### src/logic/system_pkg.sv
package system_pkg;

  // Bus widths
  localparam int unsigned AddrWidth  = 32;
  localparam int unsigned DataWidth  = 32;
  localparam int unsigned StrbWidth  = DataWidth / 8;
  localparam int unsigned WordOffset = $clog2(StrbWidth); // Byte address to word index shift
  localparam int unsigned NumCores   = 4;

  // L2 data memory, 1 KiB
  localparam int unsigned          L2NumWords  = 256;
  localparam int unsigned          L2AddrWidth = $clog2(L2NumWords);
  localparam logic [AddrWidth-1:0] L2BaseAddr  = 32'h8000_0000;
  localparam logic [AddrWidth-1:0] L2Size      = L2NumWords * StrbWidth;

  // Boot memory
  localparam int unsigned          RomNumWords  = 64;
  localparam int unsigned          RomAddrWidth = $clog2(RomNumWords);
  localparam logic [AddrWidth-1:0] RomBaseAddr  = 32'hA000_0000;
  localparam logic [AddrWidth-1:0] RomSize      = RomNumWords * StrbWidth;
  localparam logic [DataWidth-1:0] RomSignature = 32'hB007_0000;

  // Control register window
  localparam int unsigned          CtrlOffsetWidth = 8;
  localparam logic [AddrWidth-1:0] CtrlBaseAddr    = 32'h4000_0000;
  localparam logic [AddrWidth-1:0] CtrlSize        = 32'h0001_0000;

  // TCDM layout as seen by the cores
  localparam logic [AddrWidth-1:0] TcdmBaseAddr = 32'h0000_0000;
  localparam logic [AddrWidth-1:0] TcdmSize     = 32'h0001_0000;
  localparam logic [AddrWidth-1:0] TcdmEndAddr  = TcdmBaseAddr + TcdmSize - 1;

  typedef enum logic [1:0] {TGT_CTRL, TGT_L2, TGT_ROM, TGT_NONE} target_e;

  typedef enum logic [1:0] {ST_IDLE, ST_READ_WAIT, ST_READ_RESP, ST_WRITE_RESP} router_state_e;

  typedef enum logic [1:0] {
    RESP_OKAY   = 2'b00,
    RESP_SLVERR = 2'b10,
    RESP_DECERR = 2'b11
  } axi_resp_e;

  typedef enum logic [CtrlOffsetWidth-1:0] {
    REG_EOC        = 8'h00,
    REG_WAKE_UP    = 8'h04,
    REG_TCDM_START = 8'h08,
    REG_TCDM_END   = 8'h0C,
    REG_NUM_CORES  = 8'h10
  } ctrl_reg_e;

endpackage : system_pkg

### src/logic/ctrl_registers.sv
`timescale 1ns/1ps

module ctrl_registers
  import system_pkg::*;
(
  input  logic                       clk_i,
  input  logic                       rst_n_i,
  input  logic                       req_i,
  input  logic                       we_i,
  input  logic [CtrlOffsetWidth-1:0] addr_i,
  input  logic [DataWidth-1:0]       wdata_i,
  output logic [DataWidth-1:0]       rdata_o,
  output logic [NumCores-1:0]        wake_up_o,
  output logic                       eoc_valid_o
);

  logic [DataWidth-1:0] eoc_q;
  logic [DataWidth-1:0] rd_value;
  logic                 wr_en;
  logic                 rd_en;

  assign wr_en = req_i & we_i;
  assign rd_en = req_i & ~we_i;

  always_ff @(posedge clk_i) begin
    if (!rst_n_i) begin
      eoc_q       <= '0;
      eoc_valid_o <= 1'b0;
      wake_up_o   <= '0;
    end else begin
      wake_up_o <= '0;   // Wake-up is a single-cycle pulse
      if (wr_en && addr_i == REG_EOC) begin
        eoc_q       <= wdata_i;
        eoc_valid_o <= 1'b1;   // Sticky until reset
      end
      if (wr_en && addr_i == REG_WAKE_UP) begin
        wake_up_o <= wdata_i[NumCores-1:0];
      end
    end
  end

  // Read mux, TCDM layout and core count are fixed
  always_comb begin
    case (addr_i)
      REG_EOC:        rd_value = eoc_q;
      REG_WAKE_UP:    rd_value = '0;
      REG_TCDM_START: rd_value = TcdmBaseAddr;
      REG_TCDM_END:   rd_value = TcdmEndAddr;
      REG_NUM_CORES:  rd_value = DataWidth'(NumCores);
      default:        rd_value = '0;
    endcase
  end

  always_ff @(posedge clk_i) begin
    if (rd_en) begin
      rdata_o <= rd_value;
    end
  end

  // Only one host write at a time, so pulses never merge
  a_wake_pulse: assert property (@(posedge clk_i) disable iff (!rst_n_i)
    wake_up_o != '0 |=> wake_up_o == '0)
    else $error("Wake-up held for more than one cycle");

endmodule : ctrl_registers

### config.mk
export PLATFORM = sky130hd
export DESIGN_NAME = ctrl_registers
export DESIGN_NICKNAME = d
export VERILOG_FILES = /design/src/logic/system_pkg.sv /design/src/logic/ctrl_registers.sv
export SDC_FILE = /design/constraint.sdc
export NUM_CORES = 1
export LEC_CHECK = 0
export BUFFER_PORTS_ARGS = -buffer_cell sky130_fd_sc_hd__buf_2
export CAP_MARGIN = 5
export CORE_MARGIN = 2
export CORE_UTILIZATION = 55
export DETAILED_ROUTE_END_ITERATION = 10
export GPL_TIMING_DRIVEN = 1
export PLACE_DENSITY = 0.84
export SLEW_MARGIN = 5
export SYNTH_ARGS = -nofsm -noshare
export SYNTH_HDL_FRONTEND = slang
export SYNTH_SLANG_ARGS = --single-unit
### constraint.sdc
create_clock -name clk_i -period 3.6 [get_ports clk_i]
set_input_delay 0.72 -clock clk_i [delete_from_list [all_inputs] [get_ports clk_i]]
set_output_delay 0.72 -clock clk_i [all_outputs]
set_load 0.02 [all_outputs]
==> metrics.md <==
| Metric | Value |
|---|---|
| RSZ-0062 raised after global routing | no |
| Tmin final | 2140 ps |
| Pint | 1130 uW |
| Die footprint | 0.00554 sq mm |
| Syn. warnings | 0 |
| Clk network pwr share | 35.5% |
| Clock network latency to the later pin of the worst-skew pair | 330 ps |
| Most frequent cells in the layout | 82 x nand2_1, 80 x buf_2, 37 x dfxtp_1, 32 x mux2i_1, 32 x edfxtp_1 |
| Synthesized area | 0.00273 sq mm |
| Avg Vias per Cell | 4.94 |
| Hold path depth | 2 |
| Design Area, Final | 0.00333 sq mm |
| Die outline width | 74.4 um |
| Seq/Total Area, Yosys | 62.4% |
| Capturing point of the worst reg2reg path | rdata_o[2]$_DFFE_PP_ |
| CORE AREA | 0.00475 sq mm |
| Antenna violations before repair | 0 |
| Port Buffers | 80 |
| Final period util | 59.3% |
| Worst Path Buf+Inv | 2 |
| Clock buffer depth | 2 |
| Mean post-synth cell area | 10.9 sq um |
| Clock sink total | 69 |
| Initial core utilization | 57.3% |
| Slew headroom | 39.2% |
| Vias in the first global route | 1,876 |
| Worst path max stage delay | 550 ps |
| Commonest non-fill, non-tap cell in the layout | nand2_1 |
| H-tree depth | 3 |
| Sequential power share | 57.4% |
| Max_cap viols | 0 |
| CTS tree | built |
| Nets | 375 |
| # IOs | 81 |
| Fin worst setup slack | 1460 ps |
| Diode count | 0 |
| Placed inst area | 0.00317 sq mm |
| Worst-margin pin slew | 909 ps |
| Setup TNS | 0 ps |
| Skew final | 4.84 ps |
| # hold bufs at CTS | 0 |
| Switch share | 22.5% |
| Synth cell types | 21 |
| Total wire length | 5250 um |
| Starting DRT DRC Count | 119 |
| Final ANT Viol Nets | 0 |
| Via Count | 1,989 |
| CTS clk-pin slew, worst paths | 60 ps |
| NetSw | 329 uW |
| Crit start category | input port |
| Crit-path max FO | 9 |
| Internal reg-to-reg setup slack | 2620 ps |
| Gpl congestion | 0.803 |
| Critical path class | in2reg |
| Crit path required time | 3800 ps |
| Wirelength per Cell | 13.0 um |
| Net Count, Synth | 295 |
| Cts repair resizes | 0 |
| Total GRT Usage | 20.4% |
| Final Core Density | 70.0% |
| FMAX | 0.468 GHz |
| Setup crit end kind | register |
| Status | completed |
| Hold WC Path Type | reg2reg |
| Overall die height | 74.4 um |
| Final setup fails | 0 |
| CP cell instances | buf_2 -> or4_4 -> nor3_1 -> buf_4 -> and2_1 |
| Critical path arrival | 2340 ps |
| Flops & latches, synth | 69 |
| Hold wc startpoint | eoc_q[19]$_SDFFE_PN0P_ |
| Postcts setup bufs | 0 |
| HPWL Detailed | 3520 um |
| Setup WS pre-CTS | 1130 ps |
| First-pass GRT wire length | 8230 um |
| Critical-path top delay cell | or4_4 |
| TritonCTS Buffers | 9 |
| R2R cell count | 3 |
| Gr ovfl total | 0 |
| VDD IR-drop max | 0.000250 V |
| Post-Synthesis Cells | 251 |
| Combinational share of power | 7.2% |
| Worst Hold Path EP | eoc_q[19]$_SDFFE_PN0P_ |
| Area growth, synth to finish | 22.0% |
| Rows | 25 |
| Final slew viol count | 0 |
| Crit-path leading delay family | simple AND/OR/NAND/NOR gates |
| PD cells | 439 mW/mm^2 |
| Pin count of the biggest net entering global routing | 37 |
| Root Buffer | clkbuf_8 |
| Iteration count of the initial detailed-routing pass | 4 |
| Worst r2r src | eoc_q[2]$_SDFFE_PN0P_ |
| Leak pwr | 0.00127 uW |
| Final-report hold violation count | 0 |
| Fill cell count | 372 |
| # DRC | 0 |
| Ratio of cells with drive above 1 in the final layout | 29.5% |
-- cells in the mapped netlist --
master    number  area share, %
nand2_1       82             11
dfxtp_1       37             27
edfxtp_1      32             35
mux2i_1       32             12
and2_1        16            3.7
a21oi_1       15            2.8
clkbuf_1      10            1.4
nor3_1         5           0.92
inv_1          4           0.55
buf_6          3            1.2
buf_2          2           0.37
nor2_1         2           0.28
or2_2          2           0.46
or3_1          2           0.46
nor2b_1        1           0.23
nor3b_1        1           0.28
nor4_4         1           0.78
o21a_1         1           0.28
o22ai_1        1           0.23
or4_1          1           0.28
or4_4          1           0.41
-- tightest hold or removal path, delay by kind of cell (launching register included) --
kind,cells,cell delay [ps]
DFF,1,300
and+or+nand+nor,1,50
muxes,1,50
-- kinds of logic (layout without fill, tap and decap cells) --
group	after synthesis	count (layout)	share of synthesized area [%]
compound gates	17	17	3.26
flops	69	69	62.4
buf+inv	19	104	3.53
simple gates	114	114	19.0
mux	32	32	11.7
-- power groups by stage --
stage	logic [uW]	registers, uW	clock network, uW
CTS	106	839	528
global route	115	839	553
floorplan	34.2	877	0
detailed placement	105	856	0
global placement	103	855	0
finish	105	838	519
-- layer usage --
metal  track usage (%)  part of all wire [%]  vias to the layer above
met5                 0                     0                        -
li1                  -                     -                     1003
met2              33.5                    50                       78
met1              23.1                    41                      893
met3              4.74                   5.6                       15
met4              15.3                   3.0                        0
-- area by class of cell --
cell class | count | area, sq um | share of cell area, %
Sequential cell | 69 | 1700 | 51.1
Multi-Input combinational cell | 163 | 936 | 28.1
Timing Repair Buffer | 84 | 430 | 12.9
Clock buffer | 13 | 149 | 4.48
Clock inverter | 3 | 11.3 | 0.338
Inverter | 4 | 15.0 | 0.451
Tap cell | 67 | 83.8 | 2.52
-- per-stage QoR --
stage	instances	power [uW]	hold slack, ps
2_1_floorplan	251	911	430
3_3_place_gp	387	958	437
3_5_place_dp	387	960	444
4_1_cts	403	1470	453
5_1_grt	403	1510	475
6_report	403	1460	449
-- how the worst max path moves through the flow --
stage               slack [ps]  depth (start not counted)      start               endpoint
floorplan                 1000                          1       we_i   rdata_o[0]$_DFFE_PP_
global placement          1230                          5  addr_i[5]  rdata_o[21]$_DFFE_PP_
detailed placement        1130                          5  addr_i[5]  rdata_o[23]$_DFFE_PP_
CTS                       1490                          5  addr_i[5]  rdata_o[23]$_DFFE_PP_
global route              1380                          5  addr_i[5]  rdata_o[17]$_DFFE_PP_
finish                    1460                          5  addr_i[5]  rdata_o[23]$_DFFE_PP_
-- registers in the layout (all words and copies together), names as in the netlist --
name         cells
eoc_valid_o      1
rdata_o         32
wake_up_o        4
eoc_q           32
(Power assumes the default switching activity.)
