### src/logic/system_pkg.sv
package system_pkg;

  // Bus widths
  localparam int unsigned AddrWidth  = 32;
  localparam int unsigned DataWidth  = 32;
  localparam int unsigned StrbWidth  = DataWidth / 8;
  localparam int unsigned WordOffset = $clog2(StrbWidth); // Byte address to word index shift
  localparam int unsigned NumCores   = 4;

  // L2 data memory, 1 KiB
  localparam int unsigned          L2NumWords  = 256;
  localparam int unsigned          L2AddrWidth = $clog2(L2NumWords);
  localparam logic [AddrWidth-1:0] L2BaseAddr  = 32'h8000_0000;
  localparam logic [AddrWidth-1:0] L2Size      = L2NumWords * StrbWidth;

  // Boot memory
  localparam int unsigned          RomNumWords  = 64;
  localparam int unsigned          RomAddrWidth = $clog2(RomNumWords);
  localparam logic [AddrWidth-1:0] RomBaseAddr  = 32'hA000_0000;
  localparam logic [AddrWidth-1:0] RomSize      = RomNumWords * StrbWidth;
  localparam logic [DataWidth-1:0] RomSignature = 32'hB007_0000;

  // Control register window
  localparam int unsigned          CtrlOffsetWidth = 8;
  localparam logic [AddrWidth-1:0] CtrlBaseAddr    = 32'h4000_0000;
  localparam logic [AddrWidth-1:0] CtrlSize        = 32'h0001_0000;

  // TCDM layout as seen by the cores
  localparam logic [AddrWidth-1:0] TcdmBaseAddr = 32'h0000_0000;
  localparam logic [AddrWidth-1:0] TcdmSize     = 32'h0001_0000;
  localparam logic [AddrWidth-1:0] TcdmEndAddr  = TcdmBaseAddr + TcdmSize - 1;

  typedef enum logic [1:0] {TGT_CTRL, TGT_L2, TGT_ROM, TGT_NONE} target_e;

  typedef enum logic [1:0] {ST_IDLE, ST_READ_WAIT, ST_READ_RESP, ST_WRITE_RESP} router_state_e;

  typedef enum logic [1:0] {
    RESP_OKAY   = 2'b00,
    RESP_SLVERR = 2'b10,
    RESP_DECERR = 2'b11
  } axi_resp_e;

  typedef enum logic [CtrlOffsetWidth-1:0] {
    REG_EOC        = 8'h00,
    REG_WAKE_UP    = 8'h04,
    REG_TCDM_START = 8'h08,
    REG_TCDM_END   = 8'h0C,
    REG_NUM_CORES  = 8'h10
  } ctrl_reg_e;

endpackage : system_pkg

### src/logic/axi_lite_router.sv
`timescale 1ns/1ps

module axi_lite_router
  import system_pkg::*;
(
  input  logic                 clk_i,
  input  logic                 rst_n_i,
  // AXI4-Lite slave port
  input  logic [AddrWidth-1:0] s_araddr_i,
  input  logic                 s_arvalid_i,
  output logic                 s_arready_o,
  output logic [DataWidth-1:0] s_rdata_o,
  output logic [1:0]           s_rresp_o,
  output logic                 s_rvalid_o,
  input  logic                 s_rready_i,
  input  logic [AddrWidth-1:0] s_awaddr_i,
  input  logic                 s_awvalid_i,
  output logic                 s_awready_o,
  input  logic [DataWidth-1:0] s_wdata_i,
  input  logic [StrbWidth-1:0] s_wstrb_i,
  input  logic                 s_wvalid_i,
  output logic                 s_wready_o,
  output logic [1:0]           s_bresp_o,
  output logic                 s_bvalid_o,
  input  logic                 s_bready_i,
  // Target side
  output logic [AddrWidth-1:0] tgt_addr_o,
  output logic                 tgt_we_o,
  output logic [DataWidth-1:0] tgt_wdata_o,
  output logic [StrbWidth-1:0] tgt_strb_o,
  output logic                 l2_req_o,
  output logic                 rom_req_o,
  output logic                 reg_req_o,
  input  logic [DataWidth-1:0] l2_rdata_i,
  input  logic [DataWidth-1:0] rom_rdata_i,
  input  logic [DataWidth-1:0] reg_rdata_i,
  output logic                 busy_o
);

  router_state_e        state_q;
  target_e              tgt_q;
  target_e              dec_tgt;
  axi_resp_e            dec_resp;
  axi_resp_e            resp_q;
  logic                 issue_q;   // Target request cycle
  logic [AddrWidth-1:0] addr_q;
  logic                 we_q;
  logic [DataWidth-1:0] wdata_q;
  logic [StrbWidth-1:0] strb_q;
  logic [DataWidth-1:0] rdata_q;
  logic [DataWidth-1:0] rdata_sel;
  logic [AddrWidth-1:0] dec_addr;
  logic                 wr_pending;
  logic                 wr_accept;
  logic                 rd_accept;

  function automatic target_e decode(input logic [AddrWidth-1:0] addr);
    if (addr >= CtrlBaseAddr && addr < CtrlBaseAddr + CtrlSize)
      return TGT_CTRL;
    if (addr >= L2BaseAddr && addr < L2BaseAddr + L2Size)
      return TGT_L2;
    if (addr >= RomBaseAddr && addr < RomBaseAddr + RomSize)
      return TGT_ROM;
    return TGT_NONE;
  endfunction

  // Writes need AW and W together and win over a waiting read
  assign wr_pending  = s_awvalid_i & s_wvalid_i;
  assign wr_accept   = (state_q == ST_IDLE) & wr_pending;
  assign rd_accept   = (state_q == ST_IDLE) & s_arvalid_i & ~wr_pending;
  assign s_awready_o = wr_accept;
  assign s_wready_o  = wr_accept;
  assign s_arready_o = rd_accept;

  assign dec_addr = wr_pending ? s_awaddr_i : s_araddr_i;
  assign dec_tgt  = decode(dec_addr);

  always_comb begin
    if (dec_tgt == TGT_NONE) begin
      dec_resp = RESP_DECERR;
    end else if (wr_pending && dec_tgt == TGT_ROM) begin
      dec_resp = RESP_SLVERR;   // ROM is read only
    end else begin
      dec_resp = RESP_OKAY;
    end
  end

  always_ff @(posedge clk_i) begin
    if (!rst_n_i) begin
      state_q <= ST_IDLE;
      tgt_q   <= TGT_NONE;
      issue_q <= 1'b0;
    end else begin
      issue_q <= 1'b0;
      case (state_q)
        ST_IDLE: begin
          if (wr_accept) begin
            state_q <= ST_WRITE_RESP;
            tgt_q   <= dec_tgt;
            issue_q <= (dec_tgt != TGT_ROM);
          end else if (rd_accept) begin
            state_q <= ST_READ_WAIT;
            tgt_q   <= dec_tgt;
            issue_q <= 1'b1;
          end
        end
        ST_READ_WAIT: begin
          if (!issue_q) begin
            state_q <= ST_READ_RESP;   // Target data captured this edge
          end
        end
        ST_READ_RESP: begin
          if (s_rready_i) begin
            state_q <= ST_IDLE;
          end
        end
        ST_WRITE_RESP: begin
          if (s_bready_i) begin
            state_q <= ST_IDLE;
          end
        end
        default: state_q <= ST_IDLE;
      endcase
    end
  end

  // Request payload and response
  always_ff @(posedge clk_i) begin
    if (wr_accept) begin
      addr_q  <= s_awaddr_i;
      we_q    <= 1'b1;
      wdata_q <= s_wdata_i;
      strb_q  <= s_wstrb_i;
      resp_q  <= dec_resp;
    end else if (rd_accept) begin
      addr_q <= s_araddr_i;
      we_q   <= 1'b0;
      resp_q <= dec_resp;
    end
    if (state_q == ST_READ_WAIT && !issue_q) begin
      rdata_q <= rdata_sel;
    end
  end

  always_comb begin
    case (tgt_q)
      TGT_CTRL: rdata_sel = reg_rdata_i;
      TGT_L2:   rdata_sel = l2_rdata_i;
      TGT_ROM:  rdata_sel = rom_rdata_i;
      default:  rdata_sel = '0;   // Unmapped reads return zero
    endcase
  end

  assign l2_req_o  = issue_q & (tgt_q == TGT_L2);
  assign rom_req_o = issue_q & (tgt_q == TGT_ROM);
  assign reg_req_o = issue_q & (tgt_q == TGT_CTRL);

  assign tgt_addr_o  = addr_q;
  assign tgt_we_o    = we_q;
  assign tgt_wdata_o = wdata_q;
  assign tgt_strb_o  = strb_q;

  assign s_rvalid_o = (state_q == ST_READ_RESP);
  assign s_bvalid_o = (state_q == ST_WRITE_RESP);
  assign s_rdata_o  = rdata_q;
  assign s_rresp_o  = resp_q;
  assign s_bresp_o  = resp_q;
  assign busy_o     = (state_q != ST_IDLE);

  a_single_resp: assert property (@(posedge clk_i) disable iff (!rst_n_i)
    !(s_rvalid_o && s_bvalid_o))
    else $error("R and B channels valid together");

  a_rdata_stable: assert property (@(posedge clk_i) disable iff (!rst_n_i)
    s_rvalid_o && !s_rready_i |=> s_rvalid_o && $stable(s_rdata_o) && $stable(s_rresp_o))
    else $error("Read response changed under back-pressure");

  a_one_target: assert property (@(posedge clk_i) disable iff (!rst_n_i)
    $onehot0({l2_req_o, rom_req_o, reg_req_o}))
    else $error("More than one target request");

endmodule : axi_lite_router

### config.mk
export PLATFORM = sky130hd
export DESIGN_NAME = axi_lite_router
export DESIGN_NICKNAME = d
export VERILOG_FILES = /design/src/logic/system_pkg.sv /design/src/logic/axi_lite_router.sv
export SDC_FILE = /design/constraint.sdc
export NUM_CORES = 1
export LEC_CHECK = 0
export ABC_AREA = 0
export BUFFER_PORTS_ARGS = -buffer_cell sky130_fd_sc_hd__buf_2
export CAP_MARGIN = 20
export CORE_AREA = 2 2 122 124
export CTS_CLUSTER_SIZE = 16
export DETAILED_ROUTE_END_ITERATION = 10
export DIE_AREA = 0 0 124 126
export PLACE_DENSITY = 0.68
export SETUP_SLACK_MARGIN = 0.1
export SYNTH_ARGS = -nofsm -noshare
export SYNTH_HDL_FRONTEND = slang
export SYNTH_SLANG_ARGS = --single-unit
### constraint.sdc
create_clock -name clk_i -period 5.05 [get_ports clk_i]
set_clock_uncertainty 0.05 [all_clocks]
set_input_delay 0.2525 -clock clk_i [delete_from_list [all_inputs] [get_ports clk_i]]
set_output_delay 0.2525 -clock clk_i [all_outputs]
set_load 0.005 [all_outputs]
==> results by stage <==
Run status:
- The run finished with clean final reports.

Floorplan:
- From left edge to right edge, the die measures 124 um.
- Once the floorplan was initialized, standard cells occupied 32.8% of the core.
- The number of top-level design ports is 317.
- The floorplan has 44 rows.
- The area of the placeable core is 14300 um^2.
- The die outline area is 15600 um^2.
- In this run the vertical extent of the chip is 126 um.

GRT:
- The fraction of met3 tracks used by global routing is 4.98%.
- The number of antenna violations at the first check in global routing came to 0.
- Global routing finished with a remaining overflow of 0.
- The layer flagged by global routing as most heavily used is met2.
- The global-route wire length before repair is 19400 um.
- The fraction of met2 tracks used by global routing is 31.4%.
- The total global routing track utilization is 16.4%.
- The met1 track utilization from global routing is 16.2%.
- The number of global-route vias before repair is 4004.
- Entering global routing, the biggest net connects 46 pins.

Drt:
- After detailed routing, the number of remaining DRC violations is 0.
- The first-iteration detailed-routing DRC count is 168.
- The final route contains 3889 vias.
- The remaining antenna violation count after routing is 0.
- The number of iterations in the first detailed-routing pass is 4.
- The routed via count divided by cell count is 4.69.
- For this block, the routed nets add up to 13500 um of wire.
- Dividing the detail-routed wire length by the instance count gives 16.2 um.

Critical path:
- On the critical path, the stage with the largest delay is an instance of sky130_fd_sc_hd__buf_4.
- For the worst setup path, the data arrival time is 2400 ps.
- For the worst flop-to-flop path, the logic depth is 5.
- In this design, the largest share of critical-path delay is due to buffers and inverters.
- The type of element capturing the critical path is a primary output.
- For the worst setup path, the data required time is 4750 ps.
- The startpoint identified for the worst register-to-register timing path is state_q[1].
- The count of buffering cells on the critical path with inverters included is 3.
- The setup check on the worst reg-to-reg path leaves a slack of 2540 ps.
- The reg-to-reg endpoint is tgt_addr_o[26].
- By startpoint and endpoint, the worst setup path is classified as flip-flop to primary output.
- The startpoint kind of the worst setup timing path is a flip-flop.
- The largest single stage delay on the critical path is 590 ps.
- Traced cell by cell, the critical path runs through nor2_2 -> inv_1 -> nor2_4 -> buf_4 -> buf_2.
- The peak fanout along the critical path is 45.

Hold path:
- Counting instances, the worst hold path has a depth of 1.
- The startpoint of the tightest hold check path is s_wdata_i[18].
- For hold timing, the worst endpoint is tgt_wdata_o[18].
- The path category of the worst min-delay check is input port to flip-flop.

Timing:
- The final worst slack is 2350 ps.
- The transition time at the pin with the least slew margin is 736 ps.
- The final number of hold-violating endpoints is 0.
- Adding up every negative setup slack in the final design gives 0 ps.
- The minimum clock period is 2700 ps.
- The worst pin sits at a relative slew slack of 50.8%.
- The number of pins exceeding their max-slew limit in the final report is 0.
- Timing would allow up to 370 MHz.
- The final-layout worst hold slack is 14.1 ps.
- Setup repair after global routing left no endpoint under its margin.
- Setup violations remaining at the end of the flow were counted as 0.
- The final critical path takes up 53.5% of the cycle.

Logic synthesis:
- During synthesis, Yosys emitted a total of 0 warnings.
- The number of distinct standard cells referenced by the synthesized netlist is 40.
- The sequential share of the synthesized area is 67.8%.
- In the synthesized netlist, the number of instances is 319.
- The number of flops mapped to enable cells by yosys is 102.
- The number of nets handed over by synthesis was 522.
- The dominant synthesized flop cell is sky130_fd_sc_hd__edfxtp_1.
- The register bit count reported by yosys is 108.
- After synthesis, the share of flip-flops with an asynchronous set or reset is 0%.
- The mapped netlist covers 4700 um^2.
- The average cell area after synthesis is 14.7 um^2.

CTS:
- In this run the number of H-tree levels came out at 3.
- The clock-pin slew on the worst setup and hold paths is 80 ps.
- Gates resized during post-CTS repair numbered 0.
- The cell sitting at the root of the clock tree is a sky130_fd_sc_hd__clkbuf_16.
- The clock latency of the later-clocked register in the worst-skew pair is 350 ps.
- The clock sink count is 108.
- In this run the deepest clock path goes through 2 buffers.
- In this run, CTS created clock tree buffers numbering 9.
- TritonCTS built the clock tree.

Power:
- VDD sags by at most 0.176 mV.
- The power per unit of standard cell area is 312 nW/um^2.
- The standby leakage power is 3.17 nW.

Cells and area:
- For this run, the share of the core covered by cells in the final layout is 48.1%.
- For this run, the post-layout net count is 844.
- In the layout the commonest cells are sky130_fd_sc_hd__buf_2, sky130_fd_sc_hd__edfxtp_1, sky130_fd_sc_hd__nand2_1.
- Of the cells placed in the final design, the portion with a size suffix greater than 1 is 59.0%.
- The number of inserted diodes is 0.
- Leaving out fill and tap cells, the most frequent cell in the layout is sky130_fd_sc_hd__buf_2.
- The area growth from synthesis to layout is 46.6%.

Placement:
- Port buffering added 316 buffers.
- The final weighted congestion in routability-driven placement is 0.868.
- Detailed placement ended at an HPWL of 10500 um.
- Before CTS, the worst setup slack after placement is 2460 ps.

Job:
- The max capacitance violation total is 0.
[cells by family (layout without fill, tap and decap cells)]
family	after synthesis	in the layout	share of synthesized area [%]
flops	108	108	67.8
simple gates	80	80	8.98
mux	65	65	15.0
compound gates	45	45	5.68
buf+inv	21	348	2.58
[routing by layer]
layer / vias to the layer above / wire length, um
met1: 1837 / 4780
li1: 1854 / -
met4: 0 / 217
met5: - / 0
met2: 183 / 7200
met3: 15 / 1270
[final cells by class]
| type | count | area, um^2 |
|---|---|---|
| fill | 1308 | 7430 |
| inverter | 2 | 7.51 |
| timing repair buffer | 330 | 1740 |
| clock inverter | 7 | 100 |
| sequential | 108 | 3180 |
| tap | 184 | 230 |
| multi-input combinational | 190 | 1400 |
| clock buffer | 9 | 225 |
[synth_stat cells, types with 2 or more instances]
library cell | instances | area, um^2
sky130_fd_sc_hd__a21oi_1 | 2 | 10.0
sky130_fd_sc_hd__buf_2 | 7 | 35.0
sky130_fd_sc_hd__buf_4 | 6 | 45.0
sky130_fd_sc_hd__clkbuf_1 | 5 | 18.8
sky130_fd_sc_hd__dfxtp_1 | 6 | 120
sky130_fd_sc_hd__edfxtp_1 | 102 | 3060
sky130_fd_sc_hd__inv_1 | 2 | 7.51
sky130_fd_sc_hd__mux2_2 | 31 | 349
sky130_fd_sc_hd__mux2i_1 | 32 | 320
sky130_fd_sc_hd__nand2_1 | 39 | 146
sky130_fd_sc_hd__nand3b_1 | 3 | 22.5
sky130_fd_sc_hd__nand4_1 | 4 | 25.0
sky130_fd_sc_hd__nand4b_1 | 2 | 17.5
sky130_fd_sc_hd__nor2_1 | 10 | 37.5
sky130_fd_sc_hd__nor2b_1 | 5 | 31.3
sky130_fd_sc_hd__nor3_1 | 3 | 15.0
sky130_fd_sc_hd__nor3b_1 | 2 | 15.0
sky130_fd_sc_hd__nor4_1 | 4 | 25.0
sky130_fd_sc_hd__o21ai_0 | 32 | 160
sky130_fd_sc_hd__o21ai_1 | 2 | 10.0
[power breakdown]
group / switching (W) / leakage [nW] / internal (W)
registers: 0.0000241 / 1.01 / 0.00107
logic: 0.000147 / 2.00 / 0.000154
clock network: 0.000350 / 0.158 / 0.000401
total: 0.000521 / 3.17 / 0.00163
[worst max-delay path by stage]
| stage | from | to | slack (ps) | cells past startpoint |
|---|---|---|---|---|
| after floorplan | state_q[0] | s_rdata_o[0] | 1730 | 1 |
| after global placement | s_awvalid_i | tgt_addr_o[25] | 2530 | 5 |
| after detailed placement | s_awvalid_i | tgt_addr_o[24] | 2460 | 5 |
| after CTS | state_q[1] | s_wready_o | 2310 | 5 |
| after global routing | state_q[1] | s_wready_o | 2160 | 5 |
| final | state_q[1] | s_wready_o | 2350 | 5 |
[timing repair]
item	CTS	global route
setup buffers	0	0
setup endpoints to repair	0	0
hold buffers	8	0
hold endpoints to repair	8	0
[per-stage QoR]
step	cells	power (W)	cell area, um^2
global route	830	0.00224	6890
finish	830	0.00215	6890
detailed placement	804	0.00141	6430
floorplan	319	0.00123	4700
global placement	804	0.00140	6430
CTS	828	0.00218	6840
[flip-flops by register name, summed over array words and instances, names as in the netlist]
signal and flops:
s_rdata_o 32, tgt_addr_o 32, tgt_wdata_o 32, tgt_strb_o 4, s_bresp_o 2, state_q 2
tgt_q 2, issue_q 1, tgt_we_o 1
[worst register-to-register path, stage by stage (launching register included)]
cell and delay [ps]:
sky130_fd_sc_hd__dfxtp_1 390, sky130_fd_sc_hd__nor2_2 150, sky130_fd_sc_hd__inv_1 90, sky130_fd_sc_hd__nor2_4 570
sky130_fd_sc_hd__buf_4 610, sky130_fd_sc_hd__mux2_2 410
Power figures use the tool's default switching activity.
